File: src/common/cfg_net_pkg.sv
package cfg_net_pkg;

   // field widths of one configuration frame
   localparam int unsigned CFG_ID_BITS      = 8;
   localparam int unsigned CFG_PAYLOAD_BITS = 16;
   localparam int unsigned CFG_FRAME_BITS   = CFG_ID_BITS + CFG_PAYLOAD_BITS;

   // the serial stream as it passes from node to node
   // valid frames a packet, bit_val carries one bit per cycle
   typedef struct packed {
      logic valid;
      logic bit_val;
   } cfg_stream_s;

   // a complete frame as it sits in the receiver shift register
   // the ID goes out first, so it ends up in the upper bits
   typedef struct packed {
      logic [CFG_ID_BITS-1:0]      node_id;
      logic [CFG_PAYLOAD_BITS-1:0] payload;
   } cfg_frame_s;

   // receiver states
   typedef enum logic [1:0] {
      RX_IDLE  = 2'd0,   // waiting for valid to rise
      RX_SHIFT = 2'd1,   // collecting frame bits
      RX_DROP  = 2'd2    // frame too long, waiting for valid to fall
   } cfg_rx_state_e;

endpackage

File: src/cfg_node/cfg_frame_rx.sv
`timescale 1ns/1ps

module cfg_frame_rx
   import cfg_net_pkg::*;
   (
      input  logic        clk_dst_i,
      input  logic        rst_i,
      input  cfg_stream_s cfg_i,
      output cfg_frame_s  frame_o,
      output logic        frame_done_o,
      output logic        frame_err_o
   );

   // one more than the frame length must fit, so a 25th bit can be detected
   localparam int unsigned CNT_BITS = $clog2(CFG_FRAME_BITS + 1);
   localparam logic [CNT_BITS-1:0] FULL_CNT = CNT_BITS'(CFG_FRAME_BITS);

   cfg_rx_state_e             state_q;
   cfg_rx_state_e             state_d;
   logic [CFG_FRAME_BITS-1:0] shift_q;
   logic [CNT_BITS-1:0]       cnt_q;
   logic                      done_q;
   logic                      err_q;
   logic                      shift_en;   // take bit_val into the shift register
   logic                      frame_full; // all 24 bits are in

   assign frame_full = (cnt_q == FULL_CNT);

   // next state and shift enable
   always_comb begin
      state_d  = state_q;
      shift_en = 1'b0;
      unique case (state_q)
         RX_IDLE: begin
            if (cfg_i.valid) begin
               state_d  = RX_SHIFT;
               shift_en = 1'b1;   // first bit of the new frame
            end
         end
         RX_SHIFT: begin
            if (!cfg_i.valid) begin
               state_d = RX_IDLE;
            end else if (frame_full) begin
               state_d = RX_DROP;  // a 25th bit, the frame is too long
            end else begin
               shift_en = 1'b1;
            end
         end
         RX_DROP: begin
            // bits are ignored until valid falls
            if (!cfg_i.valid) begin
               state_d = RX_IDLE;
            end
         end
         default: state_d = RX_IDLE;
      endcase
   end

   // control state and the two pulses
   always_ff @(posedge clk_dst_i) begin
      if (rst_i) begin
         state_q <= RX_IDLE;
         cnt_q   <= '0;
         done_q  <= 1'b0;
         err_q   <= 1'b0;
      end else begin
         state_q <= state_d;
         done_q  <= 1'b0;
         err_q   <= 1'b0;
         if (state_q == RX_IDLE && cfg_i.valid) begin
            cnt_q <= CNT_BITS'(1);
         end else if (shift_en) begin
            cnt_q <= cnt_q + 1'b1;
         end
         // a falling valid ends the frame, good or bad
         if (state_q == RX_SHIFT && !cfg_i.valid) begin
            done_q <= frame_full;
            err_q  <= !frame_full;
         end
         if (state_q == RX_DROP && !cfg_i.valid) begin
            err_q <= 1'b1;   // reported once for the whole long frame
         end
      end
   end

   // frame data, MSB first so the oldest bit moves up
   always_ff @(posedge clk_dst_i) begin
      if (shift_en) begin
         shift_q <= {shift_q[CFG_FRAME_BITS-2:0], cfg_i.bit_val};
      end
   end

   // shift_q is still untouched in the cycle the done pulse is high
   assign frame_o      = cfg_frame_s'(shift_q);
   assign frame_done_o = done_q;
   assign frame_err_o  = err_q;

endmodule

File: src/cfg_node/cfg_node.sv
`timescale 1ns/1ps

module cfg_node
   import cfg_net_pkg::*;
   #(
      parameter int unsigned          NODE_ID     = 0,
      parameter int unsigned          DATA_BITS   = 8,
      parameter logic [DATA_BITS-1:0] RESET_VALUE = '0
   )
   (
      input  logic                 clk_dst_i,
      input  logic                 rst_i,
      input  cfg_stream_s          cfg_i,
      output cfg_stream_s          cfg_o,
      output logic [DATA_BITS-1:0] data_o
   );

   // own ID at the width of the frame field
   localparam logic [CFG_ID_BITS-1:0] MY_ID = CFG_ID_BITS'(NODE_ID);

   cfg_stream_s          cfg_q;        // registered copy for the next node
   cfg_frame_s           frame;
   logic                 frame_done;
   logic                 frame_err;
   logic                 id_match;
   logic                 load_en;
   logic [DATA_BITS-1:0] data_q;       // the configuration register

   // each node sees the raw stream, not its own delayed copy
   cfg_frame_rx u_frame_rx (
      .clk_dst_i    (clk_dst_i),
      .rst_i        (rst_i),
      .cfg_i        (cfg_i),
      .frame_o      (frame),
      .frame_done_o (frame_done),
      .frame_err_o  (frame_err)
   );

   // relay stage, one cycle per node along the chain
   always_ff @(posedge clk_dst_i) begin
      if (rst_i) begin
         cfg_q <= '0;   // valid low
      end else begin
         cfg_q <= cfg_i;
      end
   end

   assign cfg_o = cfg_q;

   // the address check only counts on the done pulse
   assign id_match = (frame.node_id == MY_ID);

   // a pulse of frame_err never comes with frame_done,
   // but a bad frame must never touch the register
   assign load_en = frame_done && !frame_err && id_match;

   // the register keeps the low DATA_BITS of the payload
   // upper payload bits are not stored
   always_ff @(posedge clk_dst_i) begin
      if (rst_i) begin
         data_q <= RESET_VALUE;   // each node has its own default
      end else if (load_en) begin
         data_q <= frame.payload[DATA_BITS-1:0];
      end
   end

   assign data_o = data_q;

endmodule

File: src/rtl/cfg_net_top.sv
`timescale 1ns/1ps

module cfg_net_top
   import cfg_net_pkg::*;
   #(
      parameter int unsigned                          NUM_NODES    = 3,
      parameter int unsigned                          DATA_BITS    = 12,
      parameter logic [NUM_NODES-1:0][DATA_BITS-1:0] RESET_VALUES = '0
   )
   (
      input  logic                                 clk_dst_i,
      input  logic                                 rst_i,
      input  cfg_stream_s                          cfg_i,
      output cfg_stream_s                          cfg_o,
      output logic [NUM_NODES-1:0][DATA_BITS-1:0] nodes_data_o
   );

   // chain[k] is the input of node k, chain[NUM_NODES] leaves the top
   cfg_stream_s chain [NUM_NODES+1];

   assign chain[0] = cfg_i;

   // node k sees the host stream k cycles late
   for (genvar g = 0; g < NUM_NODES; g++) begin : g_node
      cfg_node #(
         .NODE_ID     (g),
         .DATA_BITS   (DATA_BITS),
         .RESET_VALUE (RESET_VALUES[g])
      ) u_node (
         .clk_dst_i (clk_dst_i),
         .rst_i     (rst_i),
         .cfg_i     (chain[g]),
         .cfg_o     (chain[g+1]),
         .data_o    (nodes_data_o[g])
      );
   end

   // the stream comes out NUM_NODES cycles after it went in
   assign cfg_o = chain[NUM_NODES];

endmodule

File: config.mk
export PLATFORM = sky130hd
export DESIGN_NAME = cfg_net_top
export DESIGN_NICKNAME = d
export VERILOG_FILES = /design/src/common/cfg_net_pkg.sv /design/src/cfg_node/cfg_frame_rx.sv /design/src/cfg_node/cfg_node.sv /design/src/rtl/cfg_net_top.sv
export SDC_FILE = /design/constraint.sdc
export NUM_CORES = 1
export LEC_CHECK = 0
export ABC_AREA = 1
export BUFFER_PORTS_ARGS = -buffer_cell sky130_fd_sc_hd__buf_2
export CORE_ASPECT_RATIO = 1.75
export CORE_UTILIZATION = 45
export DETAILED_ROUTE_END_ITERATION = 8
export GPL_TIMING_DRIVEN = 1
export PLACE_DENSITY = 0.64
export SLEW_MARGIN = 25
export SYNTH_ARGS = -nofsm -noshare
export SYNTH_HDL_FRONTEND = slang
export SYNTH_SLANG_ARGS = --single-unit
File: constraint.sdc
create_clock -name clk_dst_i -period 3.2 [get_ports clk_dst_i]
set_input_delay 0.64 -clock clk_dst_i [delete_from_list [all_inputs] [get_ports clk_dst_i]]
set_output_delay 0.64 -clock clk_dst_i [all_outputs]
set_load 0.01 [all_outputs]
=== Word-level counts from Yosys, hierarchy flattened ===
Index checks and enable logic that the tools add are counted.

* Reductions and logical operators: 40
* Multiplexer cells: 39
* Bitwise logic cells: 3
* Equality and inequality tests: 20
* $add $sub $neg: 3

{| class="wikitable"
|+ Operators with widths
! kind !! count
|-
| 2-bit two-way mux || 12
|-
| 1-bit two-way mux || 21
|-
| 2-bit one-hot mux with 3 select lines || 3
|-
| 5-bit by 1-bit adder with 5-bit output, second input constant || 3
|-
| 5-bit == test, second input constant || 3
|-
| 1-bit logical AND || 15
|-
| 2-bit inequality test, second input constant || 6
|-
| 2-bit OR reduction || 6
|-
| 1-bit zero test || 9
|-
| 3-bit inequality test, second input constant || 3
|-
| 3-bit AND reduction || 3
|-
| 8-bit by 1-bit == test with 1-bit output, second input constant || 1
|-
| 8-bit by 2-bit == test with 1-bit output, second input constant || 1
|-
| 8-bit zero test || 1
|-
| 2-bit by 1-bit == test with 1-bit output, second input constant || 3
|-
| 2-bit == test, second input constant || 3
|-
| 2-bit zero test || 3
|-
| 1-bit one-hot mux with 2 select lines || 3
|-
| 2-bit nonzero test || 3
|-
| 1-bit NOT || 3
|}

* Input port bits: 4
* Register bits: 141
* Logic and storage cells: 132

=== Depth between registers and ports, before layout ===
* Word-level depth: 6
* Gate-level depth with buffers: 9
* Depth with buffers taken out: 9

=== Cells and area by module ===
A second synthesis with hierarchy kept.

* Cells, all modules: 564
* Area, all modules: 5509.0 µm²

{| class="wikitable"
|+ Modules (own cells, without submodules)
! module !! instances !! cells an instance !! area each (µm²)
|-
| cfg_frame_rx || 3 || 94 || 1218.7
|-
| cfg_node (g_node[1].u_node ...) || 2 || 93 || 594.3
|-
| cfg_node (g_node[0].u_node) || 1 || 96 || 664.4
|}

=== Least setup slack after synthesis ===
Ideal clock, no wire load.

* Path type: reg2reg
* From: register g_node[2].u_node.u_frame_rx.cnt_q[0]
* To: register g_node[2].u_node.u_frame_rx.shift_q[0] (enable)
* Clock period less this slack: 1.880 ns
* Arrival: 1.490 ns
* Slack: 1.320 ns
* Setup time: 0.389 ns
* Stages on the path, launching flop included: 6
* Data required time: 2.811 ns
* Cell sequence: dfxtp_1 > inv_1 > ha_1 > nand3_1 > nor2_1 > nor2_2

* Word-level cells in the longest chain between the ends: 4

{| class="wikitable"
|+ Ends and longest elaborated chain
! what !! RTL line !! text
|-
| start: declaration || cfg_frame_rx.sv:21 || <nowiki>logic [CNT_BITS-1:0] cnt_q;</nowiki>
|-
| start signal: assignment || cfg_frame_rx.sv:73 || <nowiki>cnt_q <= cnt_q + 1'b1;</nowiki>
|-
| 5-bit == test || cfg_frame_rx.sv:27 || <nowiki>assign frame_full = (cnt_q == FULL_CNT);</nowiki>
|-
| 1-bit two-way mux || cfg_frame_rx.sv:43 || <nowiki>end else if (frame_full) begin</nowiki>
|-
| 1-bit two-way mux || cfg_frame_rx.sv:41 || <nowiki>if (!cfg_i.valid) begin</nowiki>
|-
| 1-bit one-hot mux with 2 select lines || cfg_frame_rx.sv:33 || <nowiki>unique case (state_q)</nowiki>
|-
| via g_node[2].u_node.u_frame_rx.shift_en || cfg_frame_rx.sv:24 || <nowiki>logic shift_en;</nowiki>
|-
| end signal: assignment || cfg_frame_rx.sv:89 || <nowiki>shift_q <= {shift_q[CFG_FRAME_BITS-2:0], cfg_i.bit_val};</nowiki>
|-
| end: declaration || cfg_frame_rx.sv:20 || <nowiki>logic [CFG_FRAME_BITS-1:0] shift_q;</nowiki>
|}

The timed path passes the listed nets, and every way through them passes these cells.
A chain may end at the register's enable or synchronous reset.

=== Final worst setup path ===
* From: register g_node[1].u_node.u_frame_rx.cnt_q[0]
* To: register g_node[1].u_node.u_frame_rx.shift_q[11] (enable)

* Word-level cells in the longest chain between the ends: 4

{| class="wikitable"
|+ Ends and longest elaborated chain
! what !! RTL line
|-
| start: declaration || cfg_frame_rx.sv:21
|-
| start signal: assignment || cfg_frame_rx.sv:73
|-
| 5-bit == test || cfg_frame_rx.sv:27
|-
| 1-bit two-way mux || cfg_frame_rx.sv:43
|-
| 1-bit two-way mux || cfg_frame_rx.sv:41
|-
| 1-bit one-hot mux with 2 select lines || cfg_frame_rx.sv:33
|-
| via g_node[1].u_node.u_frame_rx.shift_en || cfg_frame_rx.sv:24
|-
| end signal: assignment || cfg_frame_rx.sv:89
|-
| end: declaration || cfg_frame_rx.sv:20
|}

The timed path passes the listed nets, and every way through them passes these cells.

==> Implementation_results.wiki <==
{| class="wikitable"
! Metric !! Value
|-
| Number of DRC markers after the initial detailed-route iteration || 131
|-
| Final routed wirelength across all metal layers || 9160 µm
|-
| Hpwl dp || 6060 µm
|-
| Max stage delay on crit path || 0.67 ns
|-
| Kind of cell with the highest combined delay on the critical path || buffers and inverters
|-
| Most used cell along the critical path || inv_1
|-
| CTS max path bufs || 2
|-
| Initial Util || 0.462
|-
| Outcome || finished, violations left
|-
| Mean Syn Cell Area || 9.83 µm²
|-
| Fraction of synthesized cell area taken by the top area cell type || 0.404
|-
| Die footprint || 12300 µm²
|-
| Max Clk Rate || 0.482 GHz
|-
| Post-Place Cells || 704
|-
| Netlist Area Pre-Place || 5350 µm²
|-
| Area delta synth->final || 16.8%
|-
| Pin count of the biggest net entering global routing || 30
|-
| Via count of the first global-routing pass || 3333
|-
| Slew at the pin closest to its max-slew limit || 0.918 ns
|-
| Clock transition at the register clock pins on the worst setup and hold paths after CTS || 0.06 ns
|-
| Register-to-register setup slack || 1.13 ns
|-
| Max cap viols || 0
|-
| Non-filler instance count after layout || 736
|-
| Type of element launching the critical path || register
|-
| Remaining routing DRC violations || 5
|-
| FF-to-FF Start || g_node[1].u_node.u_frame_rx.cnt_q[0]$_SDFFE_PP0P_
|-
| Worst endpoint data arrival time || 2.11 ns
|-
| Remaining Overflow, GRT || 0
|-
| Pwr per Cell Area || 659 nW/µm²
|-
| Number of antenna violations at the first check in global routing || 0
|-
| Worst flop-to-flop path endpoint || g_node[1].u_node.u_frame_rx.frame_o[11]$_DFFE_PP_
|-
| Final cycle utilization of the critical path || 0.648
|-
| WP buf/inv || 3
|-
| Post-synthesis instance total || 544
|-
| Biggest area contributors in the synthesized netlist || edfxtp_1 40%, dfxtp_1 26%, nor2_1 8.3%
|-
| Number of buffers inserted during clock tree synthesis || 17
|-
| Critical-path top delay cell || inv_1
|-
| Clock tree from TritonCTS || yes
|-
| Filler cells || 1049
|-
| Average wire length per cell after detail routing || 12.4 µm
|-
| Worst relative slew slack || 0.387
|-
| Setup TNS || 0 ns
|-
| Most common library cell in the layout ignoring fill and taps || nor2_1
|-
| Clock latency at the later pin of the worst-skew pair || 0.42 ns
|-
| Hold path endpoint || g_node[0].u_node.u_frame_rx.frame_o[16]$_DFFE_PP_
|-
| Sequence of cells on the critical path || inv_1 > ha_1 > nand2_1 > inv_1 > nand3_2 > nand2_4 > inv_1
|-
| Required time of the critical path || 3.24 ns
|-
| Count of TritonRoute iterations in the first routing pass || 8
|-
| Setup-violating endpoint count in the final report || 0
|-
| Row cnt || 52
|-
| Vert. Die Dim || 146 µm
|-
| Final max-slew violation count || 0
|-
| Share of synthesized flip-flops with an asynchronous set or reset || 0
|-
| Wire length of the first global-routing pass || 15400 µm
|-
| Htree depth || 4
|-
| Cell chosen for the clock root || clkbuf_16
|-
| Placer congestion estimate || 0.816
|-
| Cell type with the largest total area after synthesis || edfxtp_1
|-
| Distinct cells, synth || 30
|-
| Hold Crit Class || register to register
|-
| Hold buffers post-CTS || 0
|-
| Number of vias per cell || 4.90
|-
| Maximum fanout count along the critical path || 25
|-
| Startpoint of the worst hold path || g_node[0].u_node.u_frame_rx.frame_o[15]$_DFFE_PP_
|-
| Count of cell instances traversed by the critical path || 7
|-
| TritonCTS sink count || 141
|-
| Nets@finish || 598
|-
| Count of warnings emitted by yosys || 0
|-
| Synthesis-stage register bit count || 141
|-
| Number of hold violations in the final report || 0
|-
| Period minus WS final || 2.07 ns
|-
| Multi-input gate area || 1420 µm²
|-
| Antenna cell count || 0
|-
| Ratio of cells with drive above 1 in the final layout || 0.148
|-
| I/O pin total || 42
|-
| Kind of critical path || register to register
|-
| Final clock skew || 0.0111 ns
|-
| Total via count in the routed design || 3604
|-
| Flip-flop and latch area || 3540 µm²
|-
| Path depth of the worst reg2reg path || 7
|-
| Leakage Power || 2.59 nW
|-
| Largest voltage drop on the vdd net || 453 µV
|-
| Setup fix buffers added after clock tree synthesis || 0
|-
| PostCTS Resize Cnt || 0
|-
| Core box area || 11600 µm²
|-
| Number of flops mapped to enable cells by yosys || 72
|-
| Critical path origin || g_node[1].u_node.u_frame_rx.cnt_q[0]$_SDFFE_PP0P_
|-
| Global-route usage over all layers || 0.160
|-
| Violations in the final reports || design-rule violations
|-
| Width of the die || 84.4 µm
|-
| Commonest cells after routing, fill and taps aside || 119 x nor2_1, 90 x nand2_1, 72 x inv_1, 72 x edfxtp_1, 69 x dfxtp_1
|-
| Input/output buffers || 41
|-
| Syn_nets || 554
|-
| Primary flip-flop cell chosen by synthesis mapping || edfxtp_1
|-
| Worst hold stages || 0
|-
| Post-route antenna net violation count || 0
|-
| RSZ-0062 raised after global routing || false
|-
| Register area share after synthesis || 0.662
|-
| Kind of end point of the critical path || register
|}
metrics by stage:
step                power (mW)  setup WS (ns)   util  hold slack, ns  instance area, µm²
floorplan                 2.08           1.32      -           0.400                5350
global placement          2.11           1.22  0.486           0.405                5630
detailed placement        2.11           1.10  0.486           0.406                5630
CTS                       4.16           1.16  0.540           0.418                6250
global route              4.24           1.01  0.540           0.423                6250
finish                    4.12           1.13  0.540           0.423                6250
final cells by class:
class	instances	share of cell area
sequential	141	0.567
inverter	73	0.0438
clock buffer	18	0.0687
multi-input combinational	312	0.227
tap	135	0.0270
clock inverter	14	0.0308
timing repair buffer	43	0.0352
cell usage after synthesis (all sizes together) (3+ instances only):
cell,instances
nand2,92
nand3,51
edfxtp,72
nand4,7
ha,6
nor2,126
o21ai,4
a21oi,13
dfxtp,69
buf,13
clkbuf,5
xor2,3
or2,3
inv,73
flip-flops by register name, summed over array words and instances, names as in the netlist:
| signal | flops |
|---|---|
| g_node.u_node.u_frame_rx.frame_done_o | 3 |
| g_node.u_node.u_frame_rx.cnt_q | 15 |
| g_node.u_node.data_o | 36 |
| g_node.u_node.cfg_o | 6 |
| g_node.u_node.u_frame_rx.state_q | 6 |
| g_node.u_node.u_frame_rx.frame_err_o | 3 |
| g_node.u_node.u_frame_rx.frame_o | 72 |
how the worst max path moves through the flow:
stage                                                                   end
after detailed placement  g_node[1].u_node.u_frame_rx.frame_o[11]$_DFFE_PP_
after CTS                 g_node[1].u_node.u_frame_rx.frame_o[11]$_DFFE_PP_
after global placement    g_node[1].u_node.u_frame_rx.frame_o[12]$_DFFE_PP_
after global routing      g_node[1].u_node.u_frame_rx.frame_o[22]$_DFFE_PP_
final                     g_node[1].u_node.u_frame_rx.frame_o[11]$_DFFE_PP_
after floorplan            g_node[2].u_node.u_frame_rx.frame_o[0]$_DFFE_PP_
where the power goes:
group          switching, mW  internal, mW
logic                 0.0707        0.0271
clock network          0.740          1.31
registers             0.0281          1.95
total                  0.838          3.28
layer usage:
layer | vias to the layer above | part of all wire | GRT usage
li1 | 1826 | - | -
met1 | 1682 | 0.44 | 0.189
met2 | 83 | 0.50 | 0.266
met3 | 13 | 0.043 | 0.0475
met4 | 0 | 0.015 | 0.0780
met5 | - | 0 | 0
kinds of logic (layout without fill, tap and decap cells):
group / after synthesis / in the layout / synth area share
flops: 141 / 141 / 0.662
fa+ha+maj: 6 / 6 / 0.0140
buf+inv: 91 / 148 / 0.0720
compound gates: 24 / 24 / 0.0274
xor+xnor: 3 / 3 / 0.00491
simple gates: 279 / 279 / 0.219
(Power assumes the default switching activity.)
